`src/freq_consts.svh`:
```
`ifndef FREQ_CONSTS_SVH
`define FREQ_CONSTS_SVH

// Build-time sizing of the frequency meter

// Measured channels, limited to four by the two-bit channel index
`define FR_NCHAN 4

// Width of one edge count, enough for eight decimal digits
`define FR_CNT_W 27

// Counting window in refclk cycles, short for simulation
`define FR_GATE_CYC 4000

// Decimal digits printed per channel
`define FR_DIGITS 8

// Refclk cycles per UART bit, short for simulation
`define FR_BAUD_DIV 4

`endif

```
`src/freq_pkg.sv`:
```
`default_nettype none

`include "freq_consts.svh"

package freq_pkg;

	// Raw edge count of one channel over one window
	typedef logic [`FR_CNT_W-1:0] count_t;

	// Channel index
	typedef logic [1:0] chan_t;

	// One BCD digit
	typedef logic [3:0] digit_t;

	// Report formatter FSM
	// TEXT sends template characters, DIGITS sends serializer output
	// NEXT steps to the following channel, DONE waits for the last stop bit
	typedef enum logic [2:0] {
		IDLE,
		TEXT,
		DIGITS,
		NEXT,
		DONE
	} fmt_state_t;

endpackage

`default_nettype wire

```
`src/gate_timer.sv`:
```
`timescale 1ns/1ps
`default_nettype none

`include "freq_consts.svh"

module gate_timer (
	input  wire  refclk,
	input  wire  resetn,
	output logic gate,
	output logic load
);

	// Window plus four cycles of dead time
	localparam int PERIOD = `FR_GATE_CYC + 4;
	localparam int TMR_W = $clog2(PERIOD);

	logic [TMR_W-1:0] tmr;
	logic armed;

	// Down-counter over one full period
	// Values above 3 are the window, 3 down to 0 the dead time
	always_ff @(posedge refclk) begin
		if (resetn) begin
			// Start in the dead time so the first window opens after 4 cycles
			tmr <= TMR_W'(3);
			armed <= 1'b0;
		end else begin
			if (tmr == '0)
				tmr <= TMR_W'(PERIOD - 1);
			else
				tmr <= tmr - 1'b1;
			// No result exists before the first window has run
			if (gate)
				armed <= 1'b1;
		end
	end

	assign gate = tmr > TMR_W'(3);

	// One cycle after gate falls
	assign load = armed && (tmr == TMR_W'(2));

	// Every window that closes hands its total to the counters
	assert property (@(posedge refclk) disable iff (resetn)
		$fell(gate) |=> load)
		else $error("window closed without a load");

endmodule

`default_nettype wire

```
`src/chan_counter.sv`:
```
`timescale 1ns/1ps
`default_nettype none

module chan_counter
	import freq_pkg::*;
(
	input  wire    refclk,
	input  wire    resetn,
	input  wire    unk_clk,
	input  wire    gate,
	input  wire    load,
	output count_t count
);

	logic sync_a;
	logic sync_b;
	logic sync_q;
	logic gate_q;
	logic rise;
	logic gate_rise;
	count_t run;

	// Two-flop synchronizer plus one flop for edge detection
	// unk_clk must stay below a third of refclk to be seen
	always_ff @(posedge refclk) begin
		if (resetn) begin
			sync_a <= 1'b0;
			sync_b <= 1'b0;
			sync_q <= 1'b0;
			gate_q <= 1'b0;
		end else begin
			sync_a <= unk_clk;
			sync_b <= sync_a;
			sync_q <= sync_b;
			gate_q <= gate;
		end
	end

	assign rise = sync_b & ~sync_q;
	assign gate_rise = gate & ~gate_q;

	// Running total over the window
	always_ff @(posedge refclk) begin
		if (resetn) begin
			run <= '0;
		end else if (gate_rise) begin
			// Fresh window, an edge in its first cycle still counts
			run <= count_t'(rise);
		end else if (gate && rise) begin
			run <= run + 1'b1;
		end
	end

	// Result held for the report until the next load
	always_ff @(posedge refclk) begin
		if (load)
			count <= run;
	end

	// A counted edge inside the window never brings the total back to zero
	assert property (@(posedge refclk) disable iff (resetn)
		(gate && !gate_rise && rise) |=> (run != '0))
		else $error("channel count wrapped");

endmodule

`default_nettype wire

```
`src/bcd_serializer.sv`:
```
`timescale 1ns/1ps
`default_nettype none

`include "freq_consts.svh"

module bcd_serializer
	import freq_pkg::*;
(
	input  wire                            refclk,
	input  wire                            resetn,
	input  wire [`FR_NCHAN*`FR_CNT_W-1:0]  counts,
	input  wire                            start,
	input  wire chan_t                     sel,
	output digit_t                         nib,
	output logic                           rts,
	input  wire                            cts
);

	localparam int BCD_W = 4 * `FR_DIGITS;
	localparam int STEP_W = $clog2(`FR_CNT_W + 1);
	localparam int DIG_W = $clog2(`FR_DIGITS + 1);

	count_t bin;
	logic [BCD_W-1:0] bcd;
	logic [BCD_W-1:0] bcd_adj;
	logic [STEP_W-1:0] steps;
	logic [DIG_W-1:0] digs;
	logic conv;

	// Shift-and-add-3 correction
	// Any digit of 5 or more would pass 9 when doubled
	function automatic logic [BCD_W-1:0] add3(input logic [BCD_W-1:0] v);
		logic [BCD_W-1:0] r;
		r = v;
		for (int i = 0; i < `FR_DIGITS; i++) begin
			if (r[4*i +: 4] >= 4'd5)
				r[4*i +: 4] = r[4*i +: 4] + 4'd3;
		end
		return r;
	endfunction

	assign bcd_adj = add3(bcd);

	// Sequencing, conversion first and then digit hand-out
	always_ff @(posedge refclk) begin
		if (resetn) begin
			conv <= 1'b0;
			steps <= '0;
			digs <= '0;
			rts <= 1'b0;
		end else if (start) begin
			conv <= 1'b1;
			steps <= STEP_W'(`FR_CNT_W);
			rts <= 1'b0;
		end else if (conv) begin
			steps <= steps - 1'b1;
			// Last shift lands now, digits are ready next cycle
			if (steps == STEP_W'(1)) begin
				conv <= 1'b0;
				rts <= 1'b1;
				digs <= DIG_W'(`FR_DIGITS);
			end
		end else if (cts) begin
			digs <= digs - 1'b1;
			if (digs == DIG_W'(1))
				rts <= 1'b0;
		end
	end

	// Data path
	always_ff @(posedge refclk) begin
		if (start) begin
			bin <= counts[sel*`FR_CNT_W +: `FR_CNT_W];
			bcd <= '0;
		end else if (conv) begin
			// One binary bit moves into the corrected BCD word per cycle
			{bcd, bin} <= {bcd_adj, bin} << 1;
		end else if (cts) begin
			// Next digit moves up to the output position
			bcd <= bcd << 4;
		end
	end

	// Most significant digit first, leading zeros included
	assign nib = bcd[BCD_W-1 -: 4];

	// The formatter only takes a digit that has been offered
	assert property (@(posedge refclk) disable iff (resetn)
		cts |-> rts && !conv)
		else $error("cts without rts");

endmodule

`default_nettype wire

```
`src/report_formatter.sv`:
```
`timescale 1ns/1ps
`default_nettype none

`include "freq_consts.svh"

module report_formatter
	import freq_pkg::*;
(
	input  wire         refclk,
	input  wire         resetn,
	input  wire         load,
	output logic        start,
	output chan_t       sel,
	input  wire digit_t nib,
	input  wire         rts,
	output logic        cts,
	output logic [7:0]  data,
	output logic        we,
	input  wire         busy
);

	// Line is "Ch n: " then the digits then CR LF
	localparam int LINE_LEN = `FR_DIGITS + 8;
	localparam int DIG_FIRST = 6;
	localparam int DIG_LAST = DIG_FIRST + `FR_DIGITS - 1;
	localparam int POS_W = $clog2(LINE_LEN);

	fmt_state_t state;
	chan_t chan;
	logic [POS_W-1:0] pos;
	logic [7:0] text_char;

	// Fixed characters of the template, channel number as ASCII at position 3
	always_comb begin
		case (pos)
			POS_W'(0): text_char = "C";
			POS_W'(1): text_char = "h";
			POS_W'(2): text_char = " ";
			POS_W'(3): text_char = {6'b001100, chan};
			POS_W'(4): text_char = ":";
			POS_W'(5): text_char = " ";
			POS_W'(LINE_LEN - 2): text_char = 8'h0d;
			default: text_char = 8'h0a;
		endcase
	end

	// Conversion kicks off when the template reaches the first digit
	assign start = (state == TEXT) && (pos == POS_W'(DIG_FIRST));
	assign sel = chan;

	// A digit goes out only when offered and the UART is free
	assign cts = (state == DIGITS) && rts && !busy;
	assign we = ((state == TEXT) && !start && !busy) || cts;
	assign data = (state == DIGITS) ? {4'h3, nib} : text_char;

	always_ff @(posedge refclk) begin
		if (resetn) begin
			state <= IDLE;
			chan <= '0;
			pos <= '0;
		end else begin
			case (state)
				IDLE: begin
					if (load) begin
						chan <= '0;
						pos <= '0;
						state <= TEXT;
					end
				end
				TEXT: begin
					if (start) begin
						state <= DIGITS;
					end else if (we) begin
						if (pos == POS_W'(LINE_LEN - 1))
							state <= NEXT;
						else
							pos <= pos + 1'b1;
					end
				end
				DIGITS: begin
					if (cts) begin
						pos <= pos + 1'b1;
						// Back to the template for CR LF
						if (pos == POS_W'(DIG_LAST))
							state <= TEXT;
					end
				end
				NEXT: begin
					if (chan == chan_t'(`FR_NCHAN - 1)) begin
						state <= DONE;
					end else begin
						chan <= chan + 1'b1;
						pos <= '0;
						state <= TEXT;
					end
				end
				DONE: begin
					// Let the final LF leave the UART
					if (!busy)
						state <= IDLE;
				end
				default: state <= IDLE;
			endcase
		end
	end

	// A report always finishes before the next window closes
	assert property (@(posedge refclk) disable iff (resetn)
		load |-> state == IDLE)
		else $error("load arrived during a report");

endmodule

`default_nettype wire

```
`src/uart_tx.sv`:
```
`timescale 1ns/1ps
`default_nettype none

`include "freq_consts.svh"

module uart_tx (
	input  wire       refclk,
	input  wire       resetn,
	input  wire [7:0] data,
	input  wire       we,
	output logic      busy,
	output logic      tx
);

	localparam int DIV_W = $clog2(`FR_BAUD_DIV + 1);

	logic [9:0] frame;
	logic [DIV_W-1:0] div;
	logic [3:0] bits;
	logic tick;

	// End of one bit time
	assign tick = busy && (div == '0);

	always_ff @(posedge refclk) begin
		if (resetn) begin
			// All ones keeps the line at idle
			frame <= '1;
			div <= '0;
			bits <= '0;
			busy <= 1'b0;
		end else if (we && !busy) begin
			// Stop bit, data LSB first, start bit at the bottom
			frame <= {1'b1, data, 1'b0};
			div <= DIV_W'(`FR_BAUD_DIV - 1);
			bits <= 4'd10;
			busy <= 1'b1;
		end else if (tick) begin
			frame <= {1'b1, frame[9:1]};
			div <= DIV_W'(`FR_BAUD_DIV - 1);
			bits <= bits - 1'b1;
			// Stop bit has had its full time
			if (bits == 4'd1)
				busy <= 1'b0;
		end else if (busy) begin
			div <= div - 1'b1;
		end
	end

	assign tx = frame[0];

	// Writer waits for the previous frame
	assert property (@(posedge refclk) disable iff (resetn)
		we |-> !busy)
		else $error("write while UART busy");

endmodule

`default_nettype wire

```
`src/freq_report_top.sv`:
```
`timescale 1ns/1ps
`default_nettype none

`include "freq_consts.svh"

module freq_report_top
	import freq_pkg::*;
(
	input  wire                 refclk,
	input  wire                 resetn,
	input  wire [`FR_NCHAN-1:0] unk_clk,
	output wire                 tx
);

	wire gate;
	wire load;
	wire [`FR_NCHAN*`FR_CNT_W-1:0] counts;
	wire start;
	chan_t sel;
	digit_t nib;
	wire rts;
	wire cts;
	wire [7:0] data;
	wire we;
	wire busy;

	// Common window for all channels
	gate_timer u_gate (
		.refclk (refclk),
		.resetn (resetn),
		.gate   (gate),
		.load   (load)
	);

	// One counter per unknown clock, channel 0 in the low bits
	genvar i;
	generate
		for (i = 0; i < `FR_NCHAN; i++) begin : g_chan
			chan_counter u_cnt (
				.refclk  (refclk),
				.resetn  (resetn),
				.unk_clk (unk_clk[i]),
				.gate    (gate),
				.load    (load),
				.count   (counts[i*`FR_CNT_W +: `FR_CNT_W])
			);
		end
	endgenerate

	bcd_serializer u_bcd (
		.refclk (refclk),
		.resetn (resetn),
		.counts (counts),
		.start  (start),
		.sel    (sel),
		.nib    (nib),
		.rts    (rts),
		.cts    (cts)
	);

	report_formatter u_fmt (
		.refclk (refclk),
		.resetn (resetn),
		.load   (load),
		.start  (start),
		.sel    (sel),
		.nib    (nib),
		.rts    (rts),
		.cts    (cts),
		.data   (data),
		.we     (we),
		.busy   (busy)
	);

	uart_tx u_uart (
		.refclk (refclk),
		.resetn (resetn),
		.data   (data),
		.we     (we),
		.busy   (busy),
		.tx     (tx)
	);

endmodule

`default_nettype wire

```
`config.mk`:
```
export PLATFORM = sky130hd
export DESIGN_NAME = freq_report_top
export DESIGN_NICKNAME = d
export VERILOG_FILES = /design/src/freq_pkg.sv /design/src/gate_timer.sv /design/src/chan_counter.sv /design/src/bcd_serializer.sv /design/src/report_formatter.sv /design/src/uart_tx.sv /design/src/freq_report_top.sv
export VERILOG_INCLUDE_DIRS = /design/src
export SDC_FILE = /design/constraint.sdc
export NUM_CORES = 1
export LEC_CHECK = 0
export ABC_AREA = 1
export BUFFER_PORTS_ARGS = -buffer_cell sky130_fd_sc_hd__buf_2
export CORE_MARGIN = 2
export CORE_UTILIZATION = 50
export DETAILED_ROUTE_END_ITERATION = 6
export PLACE_DENSITY = 0.73
export SETUP_SLACK_MARGIN = 0.2
export SKIP_CTS_REPAIR_TIMING = 1
export SLEW_MARGIN = 40
export SYNTH_ARGS = -nofsm -noshare
export SYNTH_HDL_FRONTEND = slang
export SYNTH_HIERARCHICAL = 1
export SYNTH_SLANG_ARGS = --single-unit
```
`constraint.sdc`:
```
create_clock -name refclk -period 13.6 [get_ports refclk]
set_input_delay 0 -clock refclk [delete_from_list [all_inputs] [get_ports refclk]]
set_output_delay 0 -clock refclk [all_outputs]
set_load 0.005 [all_outputs]
```
==> run metrics, run 1 <==
drt drc=0; cells after synthesis=2110; latest clock arrival within the worst-skew pair=0.55 ns; Synth top cells by count=379 x nor2_1, 370 x nand2_1, 254 x inv_1; post-layout util=55.2%; met1 Usage GRT=28.3%; hold path cells=3; sw frac=32.7%; maximum fanout along the worst path=86; r2r startpoint=u_gate/tmr[4]; max_cap viols=0; worst-margin pin slew=0.767 ns; 1st-iter DRT viols=1210; Max Slew Vio Count=0; number of synthesized flops with an enable pin=135; area growth from synthesis to layout=9.55%; CP delay by family, top=simple AND/OR/NAND/NOR gates; Pint=2030 uW; largest net degree at the start of global routing=87; gr ovfl total=0; Startpoint Class=flip-flop; RSZ-0062 raised after global routing=no; cell type with the highest aggregate area in the netlist=dfxtp_1; Worst Hold Path EP=g_chan[0].u_cnt/sync_a; relative slew slack=48.9%; cell with the most instances after synthesis=nor2_1; final hold violation count=0; post-synthesis sequential area ratio=48.8%; Row Count=67; critical path class=flip-flop to flip-flop; GRT Util Overall=20.7%; CP cell instances=nor2_1 > nand2_1 > nor2_1 > nand2_1 > nor2_4 > buf_6; Slowest-stage cell, CP=nor2_4; DPL Wire Length=25.0 mm; top area cells in the synthesized netlist=dfxtp_1 25%, edfxtp_1 24%, nor2_1 8.5%; crit path buf inv count=1; Seq pwr share=43.3%; Leak Pwr=0.00699 uW; Setup TNS=0 ns; starting density of the core=50.4%; drt pass-1 iters=6; Hold Crit Class=input pin to flip-flop; worst-case clock buffer depth=3; endpoints failing setup=0; crit end category=flip-flop; Top Usage Layer GRT=met2; reg-to-reg critical path endpoint=g_chan[0].u_cnt/count[25]; die width=187 um; number of top-level pins=7; vias in the first global route=12605; H-tree depth=2; die area=35000 um2; max incr delay on CP=0.74 ns; post-synth top area share=24.6%; Synth Area per Inst=7.94 um2; number of CTS-inserted buffers=38; clock net sink count=341; core box area=33300 um2; cells on worst reg2reg path=6; initial antenna violation count=0; stages on the worst setup path=6; vias post-DR=13705; HP Start=resetn; clock root buffer=clkbuf_16; f_max=325 MHz; CTS tree=yes; NetSw=987 uW; ys flop type=dfxtp_1; wire length per cell=14.0 um; fraction of final layout cells sized beyond drive strength 1=8.56%; port bufs=6; reg-to-reg slack, setup=10.52 ns; post-route ant nets=0; Clock Skews=0.0153 ns; Syn Std Cell Area=16800 um2; Clock transition at path regs=0.06 ns; syn nets=2152; status=finished clean; power share of the combinational group=23.0%; die height=187 um; yosys warns=6; final worst path period share=22.6%; asr flop ratio synth=0%; Netlist cell types=47; drt via density=5.30; fin crit period=3.08 ns; Synth Register Bits=341; Power Density=164 nW/um2; Required @ worst endpoint=13.77 ns; first-pass GRT wire length=60.3 mm; nets=2149; met2 GRT Util=33.6%; Arr. time, crit path=3.25 ns; Detailed Route WL=36.1 mm; routing usage on met3=2.80%; RePlAce Congestion=0.877; clock share of power=33.7%; Diodes inserted=0; VDD IR-drop max=0.000100 V
-- worst reg2reg max path, delay by kind of cell (launching register included) --
family	cells	cell delay (ns)
buf+inv	1	0.67
simple gates	5	1.62
flops	1	0.34
-- metrics by stage --
step | total power (uW) | setup slack [ns] | std cells | area [um2] | hold WS, ns
3_3_place_gp | 1980 | 10.34 | 2511 | 17100 | 0.203
2_1_floorplan | 1870 | 6.70 | 2110 | 16800 | 0.0691
4_1_cts | 3030 | 10.48 | 2581 | 18300 | -0.369
5_1_grt | 3200 | 10.32 | 2585 | 18400 | 0.0280
3_5_place_dp | 2010 | 10.48 | 2511 | 17100 | 0.208
6_report | 3020 | 10.52 | 2585 | 18400 | 0.0162
-- state kept, by name (all words and copies together) (netlist names), 5 cells and up --
name and count:
u_bcd/steps 5, g_chan.u_cnt/run 108, u_bcd/bin 27, u_bcd/bcd 32, u_uart/frame 9, g_chan.u_cnt/count 108
u_gate/tmr 12
-- kinds of logic (layout without fill, tap and decap cells) --
group           count (synthesis)  after routing  share of synthesized area, %
compound gates                310            310                          9.90
flops                         341            341                          48.8
other cells                     1              1                        0.0224
fa+ha+maj                      36             36                          2.69
buf+inv                       327            354                          8.14
xor+xnor                       31             31                          1.62
simple gates                 1064           1064                          28.8
-- power by group through the flow --
stage	clock network, uW	logic (uW)	registers [uW]
2_1_floorplan	0	590	1280
3_3_place_gp	0	657	1320
3_5_place_dp	0	688	1320
4_1_cts	1040	692	1300
5_1_grt	1080	797	1320
6_report	1020	694	1300
-- metal layers --
layer,vias up,share of wire (%)
met5,-,0
met4,0,2.8
met3,74,5.7
met2,362,47
met1,6366,45
li1,6903,-
-- worst max-delay path by stage --
| stage | slack (ns) | to | from |
|---|---|---|---|
| floorplan | 6.70 | u_fmt/pos[0] | u_gate/tmr[8] |
| global placement | 10.34 | g_chan[0].u_cnt/count[18] | u_gate/tmr[4] |
| detailed placement | 10.48 | g_chan[1].u_cnt/run[3] | u_gate/tmr[4] |
| CTS | 10.48 | g_chan[1].u_cnt/run[3] | u_gate/tmr[4] |
| global route | 10.32 | g_chan[0].u_cnt/count[25] | u_gate/tmr[4] |
| finish | 10.52 | g_chan[0].u_cnt/count[25] | u_gate/tmr[4] |
-- cells in the final DEF, fill, tap and decap left out, types with 5 or more instances in the layout --
master,n
nand3_2,11
clkinv_2,9
nor3_2,5
o211ai_1,8
buf_2,6
clkbuf_16,38
nand3_1,136
dfxtp_1,204
nand2_1,370
inv_2,13
xor2_1,26
nor2_1,373
nand2_2,15
clkbuf_1,8
o21ai_0,150
o21ai_1,10
nand4_1,36
clkbuf_8,7
nor3_1,41
a21oi_1,94
a31oi_1,31
nor2_2,30
nor2_4,20
xnor2_1,5
edfxtp_1,135
nand3_4,5
inv_1,253
ha_1,36
clkinv_1,5
-- final cells by class --
cell class | count | area [um2]
Clock buffer | 54 | 1080
Clock inverter | 16 | 170
Fill cell | 2978 | 14900
Inverter | 270 | 1020
Multi-Input combinational cell | 1442 | 7240
Sequential cell | 341 | 8180
Tap cell | 448 | 561
Timing Repair Buffer | 14 | 104
Note: power is estimated with default switching activity, not from simulation.
==> inputs of run 2 (changes only) <==
- clock period: 13.6 -> 3.2 ns (I/O delays scaled with it)
==> run 2 against run 1 <==
Compared with the run above:
- clock-buffer cell count fell by 12
- first-iteration DRC count fell by 16%
- die area did not move
- sequential power rose to 4.2 times the previous value
- non-clock buffer count rose by 13
- via count fell by 0.77%
- fmax rose by 34%
- global-route usage fell by 0.15 points
- clock power rose to 4.4 times the previous value
- worst hold slack improved by 0.39 ns
- highest routed layer unchanged
==> run metrics, run 2 (same netlist as run 1, synthesis figures left out) <==
status=finished clean; relative slew slack=49.9% (+0.97 points); number of CTS-inserted buffers=37 (-2.6%); starting density of the core=50.4% (unchanged); worst-case clock buffer depth=3 (unchanged); post-route ant nets=0 (unchanged); worst-margin pin slew=0.751 ns (-0.0156 ns); clock net sink count=341 (unchanged); Row Count=67 (unchanged); endpoints failing setup=0 (unchanged); port bufs=6 (unchanged); die width=187 um (unchanged); final cell count without fillers=2596 (+0.43%); GRT Util Overall=20.5% (-0.15 points); CTS tree=yes; VDD IR-drop max=0.000459 V (+360%); filler cell count=2985 (+0.24%); RSZ-0062 raised after global routing=no; storage element area=8180 um2 (about the same); latest clock arrival within the worst-skew pair=0.54 ns (about the same); drt pass-1 iters=5 (-1); CP cell instances=nor2_2 > inv_1 > nor2_4 > nand2_4 > nor2_4 > buf_4; first-pass GRT wire length=60.2 mm (-0.18%); 1st-iter DRT viols=1017 (-16%); vias in the first global route=12593 (-0.095%); vias post-DR=13599 (-0.77%); area growth from synthesis to layout=10.7%; nets=2161 (+0.56%); Largest regs=g_chan.u_cnt/count (108), g_chan.u_cnt/run (108), u_bcd/bcd (32); DPL Wire Length=25.3 mm (+1.3%); most common cell after layout, fill and taps aside=nor2_1; max_cap viols=0 (unchanged); Clock transition at path regs=0.06 ns (about the same); critical path class=flip-flop to flip-flop; Power Density=706 nW/um2 (+330%); maximum fanout along the worst path=35 (-59%); Max Slew Vio Count=0 (unchanged); final hold slack=0.403 ns (+0.387 ns); commonest non-fill, non-tap cells in the layout=374 x nor2_1, 367 x nand2_1, 254 x inv_1; Required @ worst endpoint=3.37 ns (-10.40 ns); crit-path most repeated cell=nor2_4; setup slack after layout=0.910 ns (-9.61 ns); Slowest-stage cell, CP=buf_4; crit end category=flip-flop; Arr. time, crit path=2.46 ns (-0.79 ns); drt drc=0 (unchanged); initial antenna violation count=0 (unchanged); Startpoint Class=flip-flop; f_max=437 MHz (+34%); largest net degree at the start of global routing=62 (-29%); core box area=33300 um2 (unchanged); reg-to-reg slack, setup=0.91 ns (-9.61 ns); gr ovfl total=0 (unchanged); max incr delay on CP=0.50 ns (-0.24 ns); final worst path period share=71.6% (+49 points); Clock Skews=0.0304 ns (+0.0151 ns); hold path cells=2 (-1); final hold violation count=0 (unchanged); fraction of final layout cells sized beyond drive strength 1=8.99% (+0.42 points); dpl ws=0.953 ns (-9.53 ns); die height=187 um (unchanged); multi-input logic area=7280 um2 (+0.43%); Detailed Route WL=36.0 mm (-0.24%); clock root buffer=clkbuf_16; H-tree depth=2 (unchanged); crit path buf inv count=2 (+1); number of top-level pins=7 (unchanged); Placed Area=17200 um2 (+0.60%); Diodes inserted=0 (unchanged); RePlAce Congestion=0.920 (+4.8%); Setup TNS=0 ns (unchanged); Leak Pwr=0.00708 uW (+1.2%); post-route cell area=18600 um2 (+1.1%); stages on the worst setup path=6 (unchanged); CP delay by family, top=simple AND/OR/NAND/NOR gates; Hold Crit Class=flip-flop to flip-flop; wire length per cell=13.9 um (-0.67%); placed cells=2519 (+0.32%); die area=35000 um2 (unchanged); cells on worst reg2reg path=6 (unchanged); drt via density=5.24 (-1.2%); fin crit period=2.29 ns (-0.790 ns)
run 2: changes by cell type in the layout (fill, tap and decap cells not counted), sizes merged:
cell	previous run	this run
buf	10	18
clkinvlp	1	4
clkinv	15	18
bufinv	2	7
inv	268	267
dlygate4sd3	4	9
clkbuf	54	42
run 2: routing by layer:
| layer | GRT usage [%] | vias to the layer above | part of all wire (%) |
|---|---|---|---|
| li1 | - | 6911 | - |
| met1 | 27.9 | 6289 | 45 |
| met2 | 33.7 | 320 | 46 |
| met5 | 0 | - | 0 |
| met3 | 2.83 | 79 | 5.4 |
| met4 | 7.23 | 0 | 2.9 |
run 2: final cells by class:
type	instances	area share, %
clock inverter	26	1.80
sequential	341	44.1
clock buffer	42	5.20
tap	448	3.02
inverter	270	5.49
timing repair buffer	27	1.20
multi-input combinational	1442	39.2
run 2: worst min-delay path: stages, from the launching register on:
cell     delay (ns)
dfxtp_1        0.30
inv_1          0.04
nor2_1         0.03
run 2: worst paths after layout:
path                                        startpoint                   endpoint
worst max-delay path                     u_gate/tmr[8]  g_chan[0].u_cnt/count[26]
worst min-delay path            g_chan[2].u_cnt/sync_a     g_chan[2].u_cnt/sync_b
worst max register to register           u_gate/tmr[8]  g_chan[0].u_cnt/count[26]
worst min register to register  g_chan[2].u_cnt/sync_a     g_chan[2].u_cnt/sync_b
run 2: per-stage QoR:
stage	total power [uW]	utilization [%]
final	13100	55.8
after global routing	13900	55.8
after CTS	13200	55.5
after detailed placement	8660	51.6
after global placement	8540	51.6
after floorplan	8000	-
run 2: where the power goes:
group | total [uW] | switching (uW) | internal (uW) | leakage (uW)
Sequential | 5520 | 445 | 5070 | 0.00286
Clock | 4510 | 1750 | 2760 | 0.000619
Combinational | 3080 | 2010 | 1060 | 0.00360
Total | 13100 | 4210 | 8890 | 0.00708
==> inputs of run 3 (changes only) <==
- PLACE_DENSITY: 0.73 -> 0.76
- clock period: 3.2 -> 2 ns (I/O delays scaled with it)
==> run 3 against run 2 <==
Compared with the run above:
- critical path depth is 6 higher
- combinational power grew 86%
- worst hold slack worse by 0.30 ns
- global-route usage is 0.51 points higher
- clock skew decreased by 0.014 ns
- via count rose by 4.0%
- sequential share of layout area down 1.9 points
==> run metrics, run 3 (same netlist as run 1, synthesis figures left out) <==
Arr. time, crit path=2.27 ns (-0.19 ns); final worst path period share=92.1% (+21 points); wire length per cell=14.5 um (+4.3%); die height=187 um (unchanged); worst-case clock buffer depth=3 (unchanged); endpoints failing setup=0 (unchanged); DPL Wire Length=25.7 mm (+1.4%); status=finished clean; number of CTS-inserted buffers=38 (+2.7%); max incr delay on CP=0.36 ns (-0.14 ns); reg-to-reg slack, setup=0.16 ns (-0.75 ns); Seq pwr share=41.1% (-1.0 points); max_cap viols=0 (unchanged); drt via density=5.31 (+1.4%); RSZ-0062 raised after global routing=yes; maximum fanout along the worst path=8 (-77%); final cell count without fillers=2663 (+2.6%); clock root buffer=clkbuf_16; first-pass GRT wire length=61.9 mm (+2.9%); fraction of final layout cells sized beyond drive strength 1=13.8% (+4.8 points); fin crit period=1.84 ns (-0.449 ns); Startpoint Class=flip-flop; hold path cells=3 (+1); routing usage on met3=2.74% (-0.094 points); Clock Skews=0.0166 ns (-0.0139 ns); crit path buf inv count=4 (+2); most common cell after layout, fill and taps aside=nand2_1; Hold Crit Class=input pin to flip-flop; clock share of power=32.0% (-2.4 points); stages on the worst setup path=12 (+6); Power Density=1100 nW/um2 (+56%); commonest non-fill, non-tap cells in the layout=363 x nand2_1, 357 x nor2_1, 240 x inv_1; Row Count=67 (unchanged); gr ovfl total=0 (unchanged); 1st-iter DRT viols=1024 (+0.69%); CP delay by family, top=simple AND/OR/NAND/NOR gates; crit-path most repeated cell=nor2_4; largest net degree at the start of global routing=59 (-4.8%); final hold violation count=0 (unchanged); met1 Usage GRT=26.8% (-1.2 points); die width=187 um (unchanged); RePlAce Congestion=0.860 (-6.5%); CP cell instances=nor2_4 > inv_2 > nor2_4 > nand2_4 > buf_6 > nand3_4 > clkinv_4 > nand2_2 > nor2_4 > buf_4 > xor2_1 > nor2_1; clock net sink count=341 (unchanged); Max Slew Vio Count=0 (unchanged); Diodes inserted=0 (unchanged); H-tree depth=2 (unchanged); Slowest-stage cell, CP=dfxtp_2; Leak Pwr=0.00749 uW (+5.8%); cells on worst reg2reg path=12 (+6); Detailed Route WL=38.5 mm (+7.0%); number of top-level pins=7 (unchanged); VDD IR-drop max=0.000719 V (+57%); initial antenna violation count=0 (unchanged); critical path class=flip-flop to flip-flop; vias in the first global route=13153 (+4.4%); Clock transition at path regs=0.06 ns (about the same); Required @ worst endpoint=2.42 ns (-0.95 ns); NetSw=7090 uW (+68%); core box area=33300 um2 (unchanged); latest clock arrival within the worst-skew pair=0.54 ns (about the same); placed cells=2537 (+0.71%); Top Usage Layer GRT=met2; area growth from synthesis to layout=15.9%; Placed Area=17300 um2 (+1.1%); die area=35000 um2 (unchanged); sw frac=33.2% (+1.1 points); post-route cell area=19400 um2 (+4.7%); post-route ant nets=0 (unchanged); power share of the combinational group=26.9% (+3.4 points); drt pass-1 iters=5 (unchanged); drt drc=0 (unchanged); nets=2227 (+3.1%); crit end category=flip-flop; filler cell count=2870 (-3.9%); starting density of the core=50.4% (unchanged); Largest regs=g_chan.u_cnt/count (108), g_chan.u_cnt/run (108), u_bcd/bcd (32); f_max=543 MHz (+24%); GRT Util Overall=21.0% (+0.51 points); port bufs=6 (unchanged); vias post-DR=14149 (+4.0%); Pint=14200 uW (+60%); CTS tree=yes; met2 GRT Util=36.9% (+3.2 points)
[run 3: cell types whose count changed in the layout (fill, tap and decap cells not counted), moves of 6 or more]
cell           change
inv_1             -14
dfxtp_1           -10
nor2_2             +6
clkbuf_1           +9
dlygate4sd3_1     +10
buf_4             +40
dfxtp_2            +9
nor2_1            -17
clkinv_1           -7
nor2_4            +11
inv_2             +10
[run 3: through the flow]
stage / hold WS, ns / utilization (%) / TNS [ns] / setup slack [ns] / total power, uW
detailed placement: 0.205 / 52.1 / 0 / 0.0201 / 14000
floorplan: 0.0691 / - / -105.17 / -1.34 / 12800
global placement: 0.198 / 52.1 / 0 / 0.120 / 13700
global route: 0.122 / 58.4 / 0 / 0.0750 / 22600
finish: 0.102 / 58.4 / 0 / 0.159 / 21300
CTS: -0.363 / 55.8 / -0.00949 / -0.00949 / 20900
[run 3: layout make-up]
cell class | instances | area, um2 | area share, %
clock inverters | 16 | 188 | 0.966
inverters | 270 | 1050 | 5.39
repair buffers | 91 | 872 | 4.49
flip-flops and latches | 341 | 8200 | 42.2
clock buffers | 54 | 1040 | 5.37
well taps | 448 | 561 | 2.89
repair inverters | 1 | 7.51 | 0.0387
multi-input cells | 1442 | 7510 | 38.7
[run 3: tightest hold or removal path: stages]
cell	delay [ns]
buf_2	0.25
buf_4	0.24
nor2_1	0.10
[run 3: path summary, 6_finish.rpt]
| kind | start | end |
|---|---|---|
| setup / recovery | u_gate/tmr[9] | g_chan[0].u_cnt/run[10] |
| hold / removal | resetn | g_chan[0].u_cnt/gate_q |
| hold reg to reg | u_gate/tmr[0] | u_gate/tmr[0] |
| setup reg to reg | u_gate/tmr[9] | g_chan[0].u_cnt/run[10] |
[run 3: power groups by stage]
stage | registers, uW | logic, uW | clock network (uW)
4_1_cts | 8740 | 5150 | 6960
5_1_grt | 8870 | 6470 | 7270
6_report | 8760 | 5740 | 6830
3_3_place_gp | 8850 | 4860 | 0
2_1_floorplan | 8710 | 4100 | 0
3_5_place_dp | 8880 | 5090 | 0
[run 3: routing by layer]
layer / share of wire, % / wire, um
met4: 2.9 / 1130
met3: 5.4 / 2090
met5: 0 / 0
met2: 49 / 19100
met1: 42 / 16200
